**src/verilog/awb_pkg.sv**
```systemverilog
`default_nettype none

package awb_pkg;

    // one colour sample of the RGB stream
    typedef logic [7:0] pixel_t;

    // unsigned Q8.8, 8 integer bits and 8 fraction bits
    typedef logic [15:0] gain_t;

    // 1.0 in Q8.8
    localparam gain_t gain_unity = 16'h0100;

    // saturation value for a quotient that does not fit 16 bits
    localparam gain_t gain_max = 16'hffff;

    // serial divider control
    typedef enum logic {
        div_idle,
        div_busy
    } div_state_t;

endpackage

`default_nettype wire

```
**src/verilog/video_bus_if.sv**
```systemverilog
`timescale 1ns/1ps
`default_nettype none

interface video_bus_if
    import awb_pkg::*;
();

    // level syncs and data enable
    logic   vsync;
    logic   hsync;
    logic   den;

    // parallel colour data, valid while den is high
    pixel_t r;
    pixel_t g;
    pixel_t b;

    modport source (
        output vsync, hsync, den,
        output r, g, b
    );

    modport sink (
        input vsync, hsync, den,
        input r, g, b
    );

endinterface

`default_nettype wire
```
**src/verilog/awb_top.sv**
```systemverilog
`timescale 1ns/1ps
`default_nettype none

module awb_top
    import awb_pkg::*;
#(
    parameter int source_h = 512,
    parameter int source_v = 512
) (
    input  logic   clk,
    input  logic   reset_n,
    input  logic   in_vsync,
    input  logic   in_hsync,
    input  logic   in_den,
    input  pixel_t in_r,
    input  pixel_t in_g,
    input  pixel_t in_b,
    output logic   out_vsync,
    output logic   out_hsync,
    output logic   out_den,
    output pixel_t out_r,
    output pixel_t out_g,
    output pixel_t out_b
);

    // room for a full frame of 255 samples per channel
    localparam int sum_width = $clog2(source_h * source_v * 255) + 1;

    logic [sum_width-1:0] sum_r;
    logic [sum_width-1:0] sum_g;
    logic [sum_width-1:0] sum_b;
    logic                 stats_valid;

    gain_t                gain_r;
    gain_t                gain_b;
    logic                 gain_r_ready;
    logic                 gain_b_ready;

    video_bus_if vin ();

    assign vin.vsync = in_vsync;
    assign vin.hsync = in_hsync;
    assign vin.den   = in_den;
    assign vin.r     = in_r;
    assign vin.g     = in_g;
    assign vin.b     = in_b;

    frame_stats #(
        .sum_width (sum_width)
    ) u_stats (
        .clk         (clk),
        .reset_n     (reset_n),
        .vin         (vin),
        .sum_r       (sum_r),
        .sum_g       (sum_g),
        .sum_b       (sum_b),
        .stats_valid (stats_valid)
    );

    // gain_r = (sum_g << 8) / sum_r
    gain_divider #(
        .sum_width (sum_width)
    ) div_r (
        .clk           (clk),
        .reset_n       (reset_n),
        .start         (stats_valid),
        .dividend_base (sum_g),
        .divisor       (sum_r),
        .gain          (gain_r),
        .gain_ready    (gain_r_ready)
    );

    gain_divider #(
        .sum_width (sum_width)
    ) div_b (
        .clk           (clk),
        .reset_n       (reset_n),
        .start         (stats_valid),
        .dividend_base (sum_g),
        .divisor       (sum_b),
        .gain          (gain_b),
        .gain_ready    (gain_b_ready)
    );

    gain_apply u_apply (
        .clk          (clk),
        .reset_n      (reset_n),
        .vin          (vin),
        .gain_r       (gain_r),
        .gain_b       (gain_b),
        .gain_r_ready (gain_r_ready),
        .gain_b_ready (gain_b_ready),
        .vsync        (out_vsync),
        .hsync        (out_hsync),
        .den          (out_den),
        .r            (out_r),
        .g            (out_g),
        .b            (out_b)
    );

endmodule

`default_nettype wire

```
**src/verilog/frame_stats.sv**
```systemverilog
`timescale 1ns/1ps
`default_nettype none

module frame_stats #(
    parameter int sum_width = 27
) (
    input  logic                 clk,
    input  logic                 reset_n,
    video_bus_if.sink            vin,
    output logic [sum_width-1:0] sum_r,
    output logic [sum_width-1:0] sum_g,
    output logic [sum_width-1:0] sum_b,
    output logic                 stats_valid
);

    logic                 vsync_d;
    logic                 frame_edge;
    logic [sum_width-1:0] acc_r;
    logic [sum_width-1:0] acc_g;
    logic [sum_width-1:0] acc_b;

    // start of next frame, vsync going high
    assign frame_edge = vin.vsync & ~vsync_d;

    always_ff @(posedge clk or negedge reset_n) begin
        if (!reset_n) begin
            vsync_d <= 1'b0;
        end else begin
            vsync_d <= vin.vsync;
        end
    end

    // running totals over the active pixels
    always_ff @(posedge clk or negedge reset_n) begin
        if (!reset_n) begin
            acc_r <= '0;
            acc_g <= '0;
            acc_b <= '0;
        end else if (frame_edge) begin
            // restart for the new frame, den in this cycle is dropped
            acc_r <= '0;
            acc_g <= '0;
            acc_b <= '0;
        end else if (vin.den) begin
            acc_r <= acc_r + {{(sum_width-8){1'b0}}, vin.r};
            acc_g <= acc_g + {{(sum_width-8){1'b0}}, vin.g};
            acc_b <= acc_b + {{(sum_width-8){1'b0}}, vin.b};
        end
    end

    // finished totals, held until the next frame edge
    always_ff @(posedge clk or negedge reset_n) begin
        if (!reset_n) begin
            sum_r       <= '0;
            sum_g       <= '0;
            sum_b       <= '0;
            stats_valid <= 1'b0;
        end else begin
            stats_valid <= frame_edge;
            if (frame_edge) begin
                sum_r <= acc_r;
                sum_g <= acc_g;
                sum_b <= acc_b;
            end
        end
    end

    // one strobe per frame edge, never a run of two
    a_single_strobe: assert property (
        @(posedge clk) disable iff (!reset_n)
        stats_valid |=> !stats_valid
    );

endmodule

`default_nettype wire

```
**src/verilog/gain_apply.sv**
```systemverilog
`timescale 1ns/1ps
`default_nettype none

module gain_apply
    import awb_pkg::*;
(
    input  logic        clk,
    input  logic        reset_n,
    video_bus_if.sink   vin,
    input  gain_t       gain_r,
    input  gain_t       gain_b,
    input  logic        gain_r_ready,
    input  logic        gain_b_ready,
    output logic        vsync,
    output logic        hsync,
    output logic        den,
    output pixel_t      r,
    output pixel_t      g,
    output pixel_t      b
);

    gain_t        gain_r_q;
    gain_t        gain_b_q;

    logic         s1_vsync;
    logic         s1_hsync;
    logic         s1_den;
    pixel_t       s1_r;
    pixel_t       s1_g;
    pixel_t       s1_b;

    logic [23:0]  prod_r;
    logic [23:0]  prod_b;
    logic         ovf_r;
    logic         ovf_b;

    // active gains, replaced only on a divider done pulse
    always_ff @(posedge clk or negedge reset_n) begin
        if (!reset_n) begin
            gain_r_q <= gain_unity;
            gain_b_q <= gain_unity;
        end else begin
            if (gain_r_ready) begin
                gain_r_q <= gain_r;
            end
            if (gain_b_ready) begin
                gain_b_q <= gain_b;
            end
        end
    end

    // stage one
    always_ff @(posedge clk or negedge reset_n) begin
        if (!reset_n) begin
            s1_vsync <= 1'b0;
            s1_hsync <= 1'b0;
            s1_den   <= 1'b0;
            s1_r     <= '0;
            s1_g     <= '0;
            s1_b     <= '0;
        end else begin
            s1_vsync <= vin.vsync;
            s1_hsync <= vin.hsync;
            s1_den   <= vin.den;
            s1_r     <= vin.r;
            s1_g     <= vin.g;
            s1_b     <= vin.b;
        end
    end

    // 8 x 16 product, integer part sits in bits 23:8
    assign prod_r = s1_r * gain_r_q;
    assign prod_b = s1_b * gain_b_q;
    assign ovf_r  = |prod_r[23:16];
    assign ovf_b  = |prod_b[23:16];

    // stage two, clip and align with green and syncs
    always_ff @(posedge clk or negedge reset_n) begin
        if (!reset_n) begin
            vsync <= 1'b0;
            hsync <= 1'b0;
            den   <= 1'b0;
            r     <= '0;
            g     <= '0;
            b     <= '0;
        end else begin
            vsync <= s1_vsync;
            hsync <= s1_hsync;
            den   <= s1_den;
            r     <= ovf_r ? 8'hff : prod_r[15:8];
            g     <= s1_g;
            b     <= ovf_b ? 8'hff : prod_b[15:8];
        end
    end

    a_clip_r: assert property (
        @(posedge clk) disable iff (!reset_n)
        ovf_r |=> (r == 8'hff)
    );

endmodule

`default_nettype wire

```
**src/verilog/gain_divider.sv**
```systemverilog
`timescale 1ns/1ps
`default_nettype none

module gain_divider
    import awb_pkg::*;
#(
    parameter int sum_width = 27
) (
    input  logic                 clk,
    input  logic                 reset_n,
    input  logic                 start,
    input  logic [sum_width-1:0] dividend_base,
    input  logic [sum_width-1:0] divisor,
    output gain_t                gain,
    output logic                 gain_ready
);

    // dividend carries 8 extra fraction bits
    localparam int dvd_width = sum_width + 8;
    localparam int cnt_width = $clog2(sum_width + 9);
    localparam logic [cnt_width-1:0] last_cnt = cnt_width'(sum_width + 8);

    div_state_t           state;
    logic [cnt_width-1:0] cnt;

    logic [sum_width-1:0] div_q;
    logic [sum_width-1:0] rem;
    logic [dvd_width-1:0] quo;

    logic [sum_width:0]   shifted;
    logic [sum_width:0]   trial;
    logic                 fits;
    logic                 div_zero;
    logic                 overflow;

    // one restoring step: bring in the next dividend bit, try a subtract
    assign shifted = {rem, quo[dvd_width-1]};
    assign trial   = shifted - {1'b0, div_q};
    assign fits    = shifted >= {1'b0, div_q};

    assign div_zero = (div_q == '0);
    assign overflow = |quo[dvd_width-1:16];

    always_ff @(posedge clk or negedge reset_n) begin
        if (!reset_n) begin
            state      <= div_idle;
            cnt        <= '0;
            gain       <= gain_unity;
            gain_ready <= 1'b0;
        end else begin
            gain_ready <= 1'b0;
            case (state)
                div_idle: begin
                    if (start) begin
                        state <= div_busy;
                        cnt   <= '0;
                    end
                end
                div_busy: begin
                    if (cnt == last_cnt) begin
                        // finish cycle
                        state      <= div_idle;
                        gain_ready <= 1'b1;
                        if (div_zero) begin
                            gain <= gain_unity;
                        end else if (overflow) begin
                            gain <= gain_max;
                        end else begin
                            gain <= quo[15:0];
                        end
                    end else begin
                        cnt <= cnt + 1'b1;
                    end
                end
                default: state <= div_idle;
            endcase
        end
    end

    // datapath registers
    always_ff @(posedge clk) begin
        if (state == div_idle && start) begin
            div_q <= divisor;
            rem   <= '0;
            quo   <= {dividend_base, 8'd0};
        end else if (state == div_busy && cnt != last_cnt) begin
            rem <= fits ? trial[sum_width-1:0] : shifted[sum_width-1:0];
            quo <= {quo[dvd_width-2:0], fits};
        end
    end

    // done pulse follows exactly the busy to idle transition
    a_ready_on_exit: assert property (
        @(posedge clk) disable iff (!reset_n)
        gain_ready == (state == div_idle && $past(state) == div_busy)
    );

    a_state_known: assert property (
        @(posedge clk) disable iff (!reset_n)
        !$isunknown(state)
    );

endmodule

`default_nettype wire

```
**config.mk**
```make
export PLATFORM = sky130hd
export DESIGN_NAME = awb_top
export DESIGN_NICKNAME = d
export VERILOG_FILES = /design/src/verilog/awb_pkg.sv /design/src/verilog/video_bus_if.sv /design/src/verilog/awb_top.sv /design/src/verilog/frame_stats.sv /design/src/verilog/gain_apply.sv /design/src/verilog/gain_divider.sv
export SDC_FILE = /design/constraint.sdc
export NUM_CORES = 1
export LEC_CHECK = 0
export BUFFER_PORTS_ARGS = -buffer_cell sky130_fd_sc_hd__buf_2
export CORE_ASPECT_RATIO = 1.25
export CORE_MARGIN = 5
export CORE_UTILIZATION = 43
export CTS_BUF_LIST = sky130_fd_sc_hd__clkbuf_8
export CTS_CLUSTER_SIZE = 20
export DETAILED_ROUTE_END_ITERATION = 8
export GPL_TIMING_DRIVEN = 0
export PLACE_DENSITY = 0.71
export SLEW_MARGIN = 15
export SYNTH_ARGS = -nofsm -noshare
export SYNTH_HDL_FRONTEND = slang
export SYNTH_SLANG_ARGS = --single-unit
```
**constraint.sdc**
```tcl
create_clock -name clk -period 5.4 [get_ports clk]
set_input_delay 0.27 -clock clk [delete_from_list [all_inputs] [get_ports clk]]
set_output_delay 0.27 -clock clk [all_outputs]
set_load 0.005 [all_outputs]
```
## Yosys cells after proc, flatten, opt, wreduce, memory -nomap -nowiden

Cells that the tools add are included.

| storage, ports and cells | value |
|---|---|
| flip-flop bits (word level) | 475 |
| output and inout bits | 27 |
| word-level logic and storage cells | 109 |

| cells by class | value |
|---|---|
| add/subtract/negate cells | 7 |
| $mul | 2 |
| order comparisons | 2 |
| equality and inequality tests | 8 |
| muxes and demuxes | 32 |
| bitwise operators | 4 |
| reductions and logical operators | 17 |

Operators with widths:

| kind | number |
|---|---|
| $mux 27 | 8 |
| $mux 35 | 4 |
| $add 27x8->27 | 3 |
| $mux 16 | 4 |
| $ge 28x27->1 | 2 |
| $logic_not 27->1 | 2 |
| $sub 27x27->27 | 2 |
| $mul 8x16->24 | 2 |
| $reduce_or 19->1 | 2 |
| $pmux 6 s2 | 2 |
| $mux 6 | 3 |
| $mux 8 | 2 |
| $reduce_or 8->1 | 2 |
| $add 6x1->6 const B | 2 |
| $eq 6x6->1 const B | 2 |
| $ne 6x6->1 const B | 2 |
| $ne 2x2->1 const B | 4 |
| $reduce_and 2->1 | 4 |
| $mux 1 | 7 |
| $reduce_bool 2->1 | 3 |
| $logic_and 1x1->1 | 4 |
| $pmux 1 s2 | 2 |
| $not 1->1 | 3 |
| $and 1x1->1 | 1 |

## Longest topological paths before layout

Gate-level depths: netlist (run 1).

| logic depth | value |
|---|---|
| depth after elaboration | 4 |
| depth in mapped cells | 20 |

## By module

Synthesis (run 1) repeated with hierarchy kept, for this count alone.

| second synthesis, totals | value |
|---|---|
| cell total of the unflattened synthesis | 3196 |
| area, all modules | 30720.7 um2 |

Modules (own cells, without submodules):

| module | times used | cells each | area each (um2) |
|---|---|---|---|
| gain_divider | 2 | 601 | 5869.4 |
| gain_apply | 1 | 1125 | 10903.0 |
| frame_stats | 1 | 869 | 8079.0 |

## Worst setup path after synthesis (run 1)

OpenSTA, ideal clock, no wires.

| timing | value |
|---|---|
| kind | register to register |
| start | reg u_apply.s1_b[7] |
| end | reg u_apply.b[0] |
| data arrival time | 5.008 ns |
| required time | 5.260 ns |
| path slack | 0.252 ns |
| cell stages (with the launch flop) | 19 |
| path buffers | 1 |
| cell sequence | dfrtp_1 clkbuf_1 and2_1 fa_1 inv_1 fa_1 fa_1 inv_1 fa_1 ha_1 a41o_1 a211oi_1 o22ai_1 a31o_2 a21oi_1 xnor2_1 or3_1 nor3_2 o21ai_1 |

| on the way | value |
|---|---|
| cells in the longest elaborated chain, start to end | 3 |

RTL lines:

| item | RTL line | text |
|---|---|---|
| from (decl) | gain_apply.sv:30 | `pixel_t s1_b;` |
| from (signal assigned) | gain_apply.sv:67 | `s1_b <= vin.b;` |
| $mul 8x16->24 * | gain_apply.sv:73 | `assign prod_b = s1_b * gain_b_q;` |
| $reduce_or 8->1 | gain_apply.sv:75 | `assign ovf_b = \|prod_b[23:16];` |
| $mux 8 * | gain_apply.sv:92 | `b <= ovf_b ? 8'hff : prod_b[15:8];` |
| to (signal assigned) | gain_apply.sv:92 |  |
| to (decl) | gain_apply.sv:19 | `output pixel_t b` |

Every way passes the cells marked *; elsewhere a longest branch is shown, timed or not.
A chain may end at the register's enable or synchronous reset.

## Worst setup path in the final report (run 1)

| timing | value |
|---|---|
| start | reg u_apply.s1_r[2] |
| end | reg u_apply.r[4] |

| on the way | value |
|---|---|
| cells in the longest elaborated chain, start to end | 3 |

RTL lines:

| item | RTL line | text |
|---|---|---|
| from (decl) | gain_apply.sv:28 | `pixel_t s1_r;` |
| from (signal assigned) | gain_apply.sv:65 | `s1_r <= vin.r;` |
| $mul 8x16->24 * | gain_apply.sv:72 | `assign prod_r = s1_r * gain_r_q;` |
| $reduce_or 8->1 | gain_apply.sv:74 | `assign ovf_r = \|prod_r[23:16];` |
| $mux 8 * | gain_apply.sv:90 | `r <= ovf_r ? 8'hff : prod_r[15:8];` |
| to (signal assigned) | gain_apply.sv:90 |  |
| to (decl) | gain_apply.sv:17 | `output pixel_t r,` |

Marked as above.

==> results.yml, run 1 <==
synth:
  synth_area_per_cell_um2: 9.85
  yosys.area.top_type_share_pct: 24.8
  synth.net_count: 3366
  post_synth_edffs: 108
  synth-seq-area-share_pct: 40.8
  ys_warn_count: 0
  number_of_synthesized_register_bits: 475
  post_synth_num_cell_types: 84
  synth-async-reset-ratio_pct: 62.5
  ys_dominant_reg_cell: "dfrtp_1"
  mappedNetlistArea_mm2: 0.0296
  postSynthCellCount: 3004
  synth_top_area_cell: "dfrtp_1"
  post_synth_main_area_contributors: "dfrtp_1 25%, fa_1 12%, edfxtp_1 11%"
clock_network:
  clkLatencyLatePin_ns: 0.65
  cts_made_buffers: 77
  clk_transition_reported_paths_ns: 0.06
  h-tree-depth: 3
  clockRootBuffer: "clkbuf_8"
  clock_path_buffers: 3
  cts.sinks: 475
  tritoncts_clock_tree: "done"
power:
  pwr-share-clk_pct: 23.5
  power_frac_seq_pct: 39.0
  p_switching_mw: 5.07
  cell_internal_pwr_mw: 8.87
  power.density_mw_per_mm2: 415
  totalPowerFinal_mw: 13.9
  p_sw_share_pct: 36.4
  power_leakage_nw: 16.4
  maximum_ir_drop_on_the_vdd_rail_uv: 253
  p_comb_share_pct: 37.5
sta:
  min_period_over_period_pct: 98.4
  final_critical_path_setup_slack_ns: 0.0839
  max_freq_mhz: 188
  final-setup-viol-count: 0
  timing.final.hold_violations: 0
  post_layout_minimum_cycle_time_ns: 5.32
  max_slew.worst_pin.slew_ns: 1.03
  finalClockSkew_ns: 0.0228
  post_route_setup_tns_ns: 0
  rsz_0062_raised_after_global_routing: "true"
  maxSlewHeadroom_pct: 31.3
  timing_max_transition_violations_final: 0
die:
  die_y_um: 303
  starting_density_of_the_core_pct: 43.4
  placementRows: 107
  die_x_um: 245
  io-pin-count: 56
  die_area_mm2: 0.0742
  floorplan.core_area_mm2: 0.0681
global_route:
  initial_antenna_violation_count: 1
  grt_pass1_vias: 22200
  grt-ovfl-total: 0
  largest_net_degree_at_the_start_of_global_routing: 100
  grt_usage_pct: 18.3
  grt_pass1_wl_um: 113000
worst_setup_path:
  worst-endpoint-arrival_ns: 5.84
  worst_setup_path_start_kind: "register"
  reg_to_reg_setup_timing_slack_ns: 0.08
  regToRegEndpoint: "u_apply.r[4]"
  critical_path.max_fanout: 8
  timing.reg2reg.worst_path_depth: 16
  rr_startpoint: "u_apply.s1_r[2]"
  critPathRequiredTime_ns: 5.92
  setup.worst_path.class: "register to register"
  worstSetupEndpointType: "register"
placed_design:
  place_congestion: 0.909
  port-buffer-count: 55
  placedInstanceArea_mm2: 0.0311
  detailedPlacementHpwl_um: 50400
  detailedPlace.worstSlack_ns: -0.666
layout:
  layout.filler_cells: 6081
  areaGrowthSynthToFinish_pct: 13.5
  fin_util_pct: 49.3
  layout_common_cells: "449 x nand2_1, 277 x inv_1, 273 x dfrtp_1, 202 x and2_1, 175 x nor2_1"
  multiInputGateArea_mm2: 0.0163
  layout_commonest_cell: "nand2_1"
  finished_cell_area_mm2: 0.0336
  seqCellArea_mm2: 0.0121
  final_layout_size_suffix_gt1_share_pct: 10.1
  finalNetCount: 3559
job:
  max_cap_viol_count: 0
detailed_routing:
  wire_per_inst_um: 16.2
  remaining_drc_errors: 0
  drt-total-wl_um: 67000
  detail_route.vias_per_cell: 5.22
  antenna_violating_nets_post_route: 0
  drt_first_iter_violations: 1337
  vias: 21600
  drt_pre_antenna_iters: 6
run_status:
  run_status: "finished clean"
hold_path:
  min-delay-path-class: "input port to async pin"
==> worst max-delay path by stage <==
| stage | endpoint | depth (start not counted) | start | slack (ns) |
|---|---|---|---|---|
| detailed placement | u_apply.b[0] | 19 | u_apply.s1_b[3] | -0.67 |
| finish | u_apply.r[4] | 16 | u_apply.s1_r[2] | 0.08 |
| floorplan | u_apply.b[0] | 18 | u_apply.s1_b[7] | 0.25 |
| global route | u_apply.r[4] | 15 | u_apply.gain_r_q[2] | -0.09 |
| global placement | div_r.cnt[5] | 1 | reset_n | -1.70 |
| CTS | u_apply.r[4] | 16 | u_apply.gain_r_q[3] | 0.008 |
==> power by group through the flow <==
stage / clock, mW / combinational (mW) / sequential, mW
4_1_cts: 3.37 / 5.21 / 5.41
6_report: 3.27 / 5.23 / 5.44
2_1_floorplan: 0 / 4.10 / 5.17
3_5_place_dp: 0 / 5.12 / 5.47
5_1_grt: 3.53 / 5.90 / 5.54
3_3_place_gp: 0 / 4.98 / 5.46
==> per-stage QoR <==
stage / hold slack [ns] / instances
final: 0.0826 / 4135
after global routing: 0.0693 / 4135
after CTS: 0.0190 / 4124
after detailed placement: 0.144 / 3935
after global placement: 0.332 / 3931
after floorplan: -0.0256 / 3004
==> cell families (layout without fill, tap and decap cells) <==
family | count (synthesis) | after routing | synth area share (%)
AND/OR/NAND/NOR | 1090 | 1090 | 17.4
AO/OA/AOI/OAI | 504 | 504 | 11.3
flip-flops | 475 | 475 | 40.8
buffers and inverters | 380 | 638 | 4.88
adder cells (fa/ha/maj) | 333 | 333 | 18.4
XOR/XNOR | 125 | 125 | 3.70
multiplexers | 97 | 97 | 3.42
other | 0 | 1 | 0
==> repair_timing <==
item / 4_1_cts / 5_1_grt
hold endpoints to repair: 321 / 0
gates resized for setup: 53 / 53
hold buffers: 28 / 0
setup endpoints to repair: 16 / 16
pin swaps: 12 / 41
setup buffers: 17 / 14
gates cloned: 0 / 0
==> area by class of cell <==
cell class | instances | area share [%]
Inverter | 258 | 2.88
Tap cell | 872 | 3.25
Buffer | 118 | 1.72
Multi-Input combinational cell | 2149 | 48.4
Clock inverter | 52 | 1.16
Antenna cell | 1 | 0.00745
Clock buffer | 92 | 3.77
Sequential cell | 475 | 36.1
Timing Repair Buffer | 118 | 2.72
==> critical path, stage by stage, from the launching register on <==
cell	delay (ns)
dfrtp_2	0.44
buf_8	0.15
nand2_2	0.06
fa_1	0.43
fa_1	0.54
inv_2	0.04
fa_1	0.47
fa_1	0.52
ha_4	0.20
or4_4	0.55
o221ai_4	0.25
a311o_2	0.28
a21oi_2	0.07
or3_4	0.38
a221oi_4	0.34
nand4_4	0.20
or2_1	0.28
==> cell usage after synthesis (27+ instances only) <==
| cell type | instances |
|---|---|
| edfxtp_1 | 108 |
| and2_1 | 203 |
| o21a_1 | 29 |
| a22o_1 | 58 |
| dfrtp_1 | 293 |
| o21ai_1 | 45 |
| dfxtp_1 | 70 |
| inv_1 | 254 |
| a21oi_1 | 117 |
| mux2i_1 | 64 |
| nand4_1 | 28 |
| a21o_1 | 37 |
| nand3_1 | 78 |
| xor2_1 | 58 |
| xnor2_1 | 67 |
| nor2_1 | 175 |
| ha_1 | 162 |
| fa_1 | 171 |
| clkbuf_1 | 101 |
| and3_1 | 27 |
| o21ai_0 | 84 |
| nor3_1 | 34 |
| nand2_1 | 454 |
| mux2_2 | 32 |
==> sequential cells by signal, indices dropped and copies added (netlist names), 16 cells and up <==
name              flops
u_apply.gain_r_q     16
u_stats.acc_g        27
u_stats.acc_r        27
u_stats.acc_b        27
div_b.quo            35
u_stats.sum_g        27
u_stats.sum_r        27
div_r.div_q          27
div_b.gain           16
u_stats.sum_b        27
div_b.rem            27
div_r.quo            35
u_apply.gain_b_q     16
div_r.rem            27
div_b.div_q          27
div_r.gain           16
==> routing by layer <==
layer	GRT usage [%]	up-vias	share of wire [%]
li1	-	10600	-
met1	23.2	10500	44
met2	33.0	418	50
met3	2.34	109	3.7
met4	5.67	0	2.5
met5	0	-	0
Note: power is estimated with default switching activity, not from simulation.
==> run 2: changes to the inputs <==
--- a/config.mk
+++ b/config.mk
@@ -12,7 +12,6 @@
 export CTS_BUF_LIST = sky130_fd_sc_hd__clkbuf_8
 export CTS_CLUSTER_SIZE = 20
 export DETAILED_ROUTE_END_ITERATION = 8
-export GPL_TIMING_DRIVEN = 0
 export PLACE_DENSITY = 0.71
 export SLEW_MARGIN = 15
 export SYNTH_ARGS = -nofsm -noshare
==> run 2 against run 1 <==
Net effect: register-to-register slack better by 0.13 ns; routed wire length decreased by 5.2%; non-clock buffer count shrank 95; clock skew is 0.014 ns higher; core utilization is 0.92 points lower; first-iteration DRC count decreased by 5.9%; via count shrank 1.6%; global-route usage down 1.2 points; maximum frequency increased by 2.5%; final cell count is 2.4% lower; sequential cell count stayed put.
==> results.yml, run 2 (synthesized netlist as in run 1, its figures left out) <==
worst_setup_path:
  worstSetupEndpointType: "register"
  worst_setup_path_start_kind: "register"
  critical_path.max_fanout: 8
  worst-endpoint-arrival_ns: 5.71
  setup.worst_path.class: "register to register"
  reg_to_reg_setup_timing_slack_ns: 0.21
  critPathRequiredTime_ns: 5.92
sta:
  max_freq_mhz: 193
  final-setup-viol-count: 0
  finalClockSkew_ns: 0.0372
  min_period_over_period_pct: 96.1
  timing.final.hold_violations: 0
  timing.hold.ws_ns: 0.181
  timing_max_transition_violations_final: 0
  maxSlewHeadroom_pct: 24.7
  post_layout_minimum_cycle_time_ns: 5.19
  max_slew.worst_pin.slew_ns: 1.13
detailed_routing:
  drt_first_iter_violations: 1258
  vias: 21200
  antenna_violating_nets_post_route: 0
  remaining_drc_errors: 0
  drt-total-wl_um: 63500
  drt_pre_antenna_iters: 5
  detail_route.vias_per_cell: 5.25
  wire_per_inst_um: 15.7
layout:
  layout_commonest_cell: "nand2_1"
  finalNetCount: 3463
  regs_by_ff_count: "div_b.quo x35, div_r.quo x35"
  layout_common_cells: "454 x nand2_1, 279 x inv_1, 278 x dfrtp_1, 200 x and2_1, 175 x nor2_1"
  finalNonFillerCells: 4037
  finished_cell_area_mm2: 0.0330
  areaGrowthSynthToFinish_pct: 11.4
  final_layout_size_suffix_gt1_share_pct: 9.96
global_route:
  grt_usage_pct: 17.2
  grt_pass1_wl_um: 107000
  grt-ovfl-total: 0
  initial_antenna_violation_count: 2
  grt_pass1_vias: 21400
  grt.met2_usage_pct: 30.2
  met3_usage_pct: 2.17
  gr-max-usage-layer: "met2"
  largest_net_degree_at_the_start_of_global_routing: 135
  grtUsageMet1_pct: 22.5
die:
  die_area_mm2: 0.0742
  die_y_um: 303
  io-pin-count: 56
  starting_density_of_the_core_pct: 43.4
  placementRows: 107
  floorplan.core_area_mm2: 0.0681
  die_x_um: 245
placed_design:
  place_congestion: 0.879
  numPlacedInstances: 3846
  detailedPlacementHpwl_um: 46000
  port-buffer-count: 55
  placedInstanceArea_mm2: 0.0308
clock_network:
  h-tree-depth: 3
  cts_made_buffers: 76
  clock_path_buffers: 3
  clk_transition_reported_paths_ns: 0.06
  clkLatencyLatePin_ns: 0.66
  clockRootBuffer: "clkbuf_8"
  tritoncts_clock_tree: "done"
  cts.sinks: 475
job:
  max_cap_viol_count: 0
power:
  p_switching_mw: 4.95
  power.density_mw_per_mm2: 415
  p_comb_share_pct: 37.0
  pwr-share-clk_pct: 23.5
  power_frac_seq_pct: 39.4
  p_sw_share_pct: 36.1
  power_leakage_nw: 16.2
  totalPowerFinal_mw: 13.7
  cell_internal_pwr_mw: 8.74
  maximum_ir_drop_on_the_vdd_rail_uv: 209
run_status:
  run_status: "finished clean"
hold_path:
  min-delay-path-class: "input port to async pin"
[run 2: cell count changes in the layout (fill, tap and decap cells not counted), moves of 5 or more]
cell	previous run	this run
buf_1	13	0
buf_2	59	54
nand2_1	449	454
dfrtp_2	20	15
clkbuf_8	92	85
clkbuf_1	85	1
dfrtp_1	273	278
buf_4	32	53
buf_8	9	1
[run 2: power by group through the flow]
stage / registers [mW] / logic [mW] / clock network [mW]
detailed placement: 5.44 / 5.02 / 0
CTS: 5.39 / 5.05 / 3.32
finish: 5.40 / 5.07 / 3.22
floorplan: 5.17 / 4.10 / 0
global route: 5.50 / 5.73 / 3.48
global placement: 5.43 / 4.89 / 0
[run 2: worst paths after layout]
path	start	endpoint	cells after the start
worst max-delay path	u_apply.s1_b[4]	u_apply.b[0]	20
worst min-delay path	reset_n	u_stats.sum_b[7]	2
worst max register to register	u_apply.s1_b[4]	u_apply.b[0]	20
worst min register to register	u_apply.s1_hsync	u_apply.hsync	0
max in group asynchronous	reset_n	u_apply.gain_b_q[7]	3
min in group clk	in_den	u_stats.acc_r[2]	3
[run 2: worst max-delay path, stage by stage (launching register included)]
cell and delay (ns):
dfrtp_2 0.43, clkbuf_2 0.19, nand2_1 0.09, fa_1 0.53, inv_1 0.05, fa_1 0.46, fa_1 0.55, inv_1 0.06
fa_1 0.52, inv_1 0.07, ha_4 0.25, a41o_1 0.24, a211oi_2 0.19, o22ai_1 0.13, a31o_2 0.26, xnor2_2 0.15
o2111ai_2 0.11, or3_4 0.40, nor3_4 0.16, buf_4 0.17, o21ai_1 0.07
[run 2: what timing repair did]
action	4_1_cts	5_1_grt
buffers inserted	0	22
hold buffers	27	0
endpoints found under the hold margin	124	0
endpoints found under the setup margin	0	16
resized for setup	0	39
[run 2: stage by stage]
step	utilization (%)	TNS, ns	worst slack [ns]
6_report	48.4	0	0.212
5_1_grt	48.4	-0.0823	-0.0491
4_1_cts	47.9	0	0.0684
3_5_place_dp	45.2	0	0.105
3_3_place_gp	45.2	0	0.177
2_1_floorplan	-	0	0.252
[run 2: final cells by class]
class,instances,area [um2]
Antenna cell,1,2.50
Clock inverter,56,423
Timing Repair Buffer,141,997
Multi-Input combinational cell,2149,16200
Tap cell,872,1090
Inverter,258,971
Sequential cell,475,12100
Fill cell,6130,35200
Clock buffer,85,1170
[run 2: metal layers]
layer	vias to the layer above	wire, um	share of wire (%)
li1	10400	-	-
met1	10300	28200	44
met2	418	31600	50
met3	99	2360	3.7
met4	0	1280	2.0
met5	-	0	0
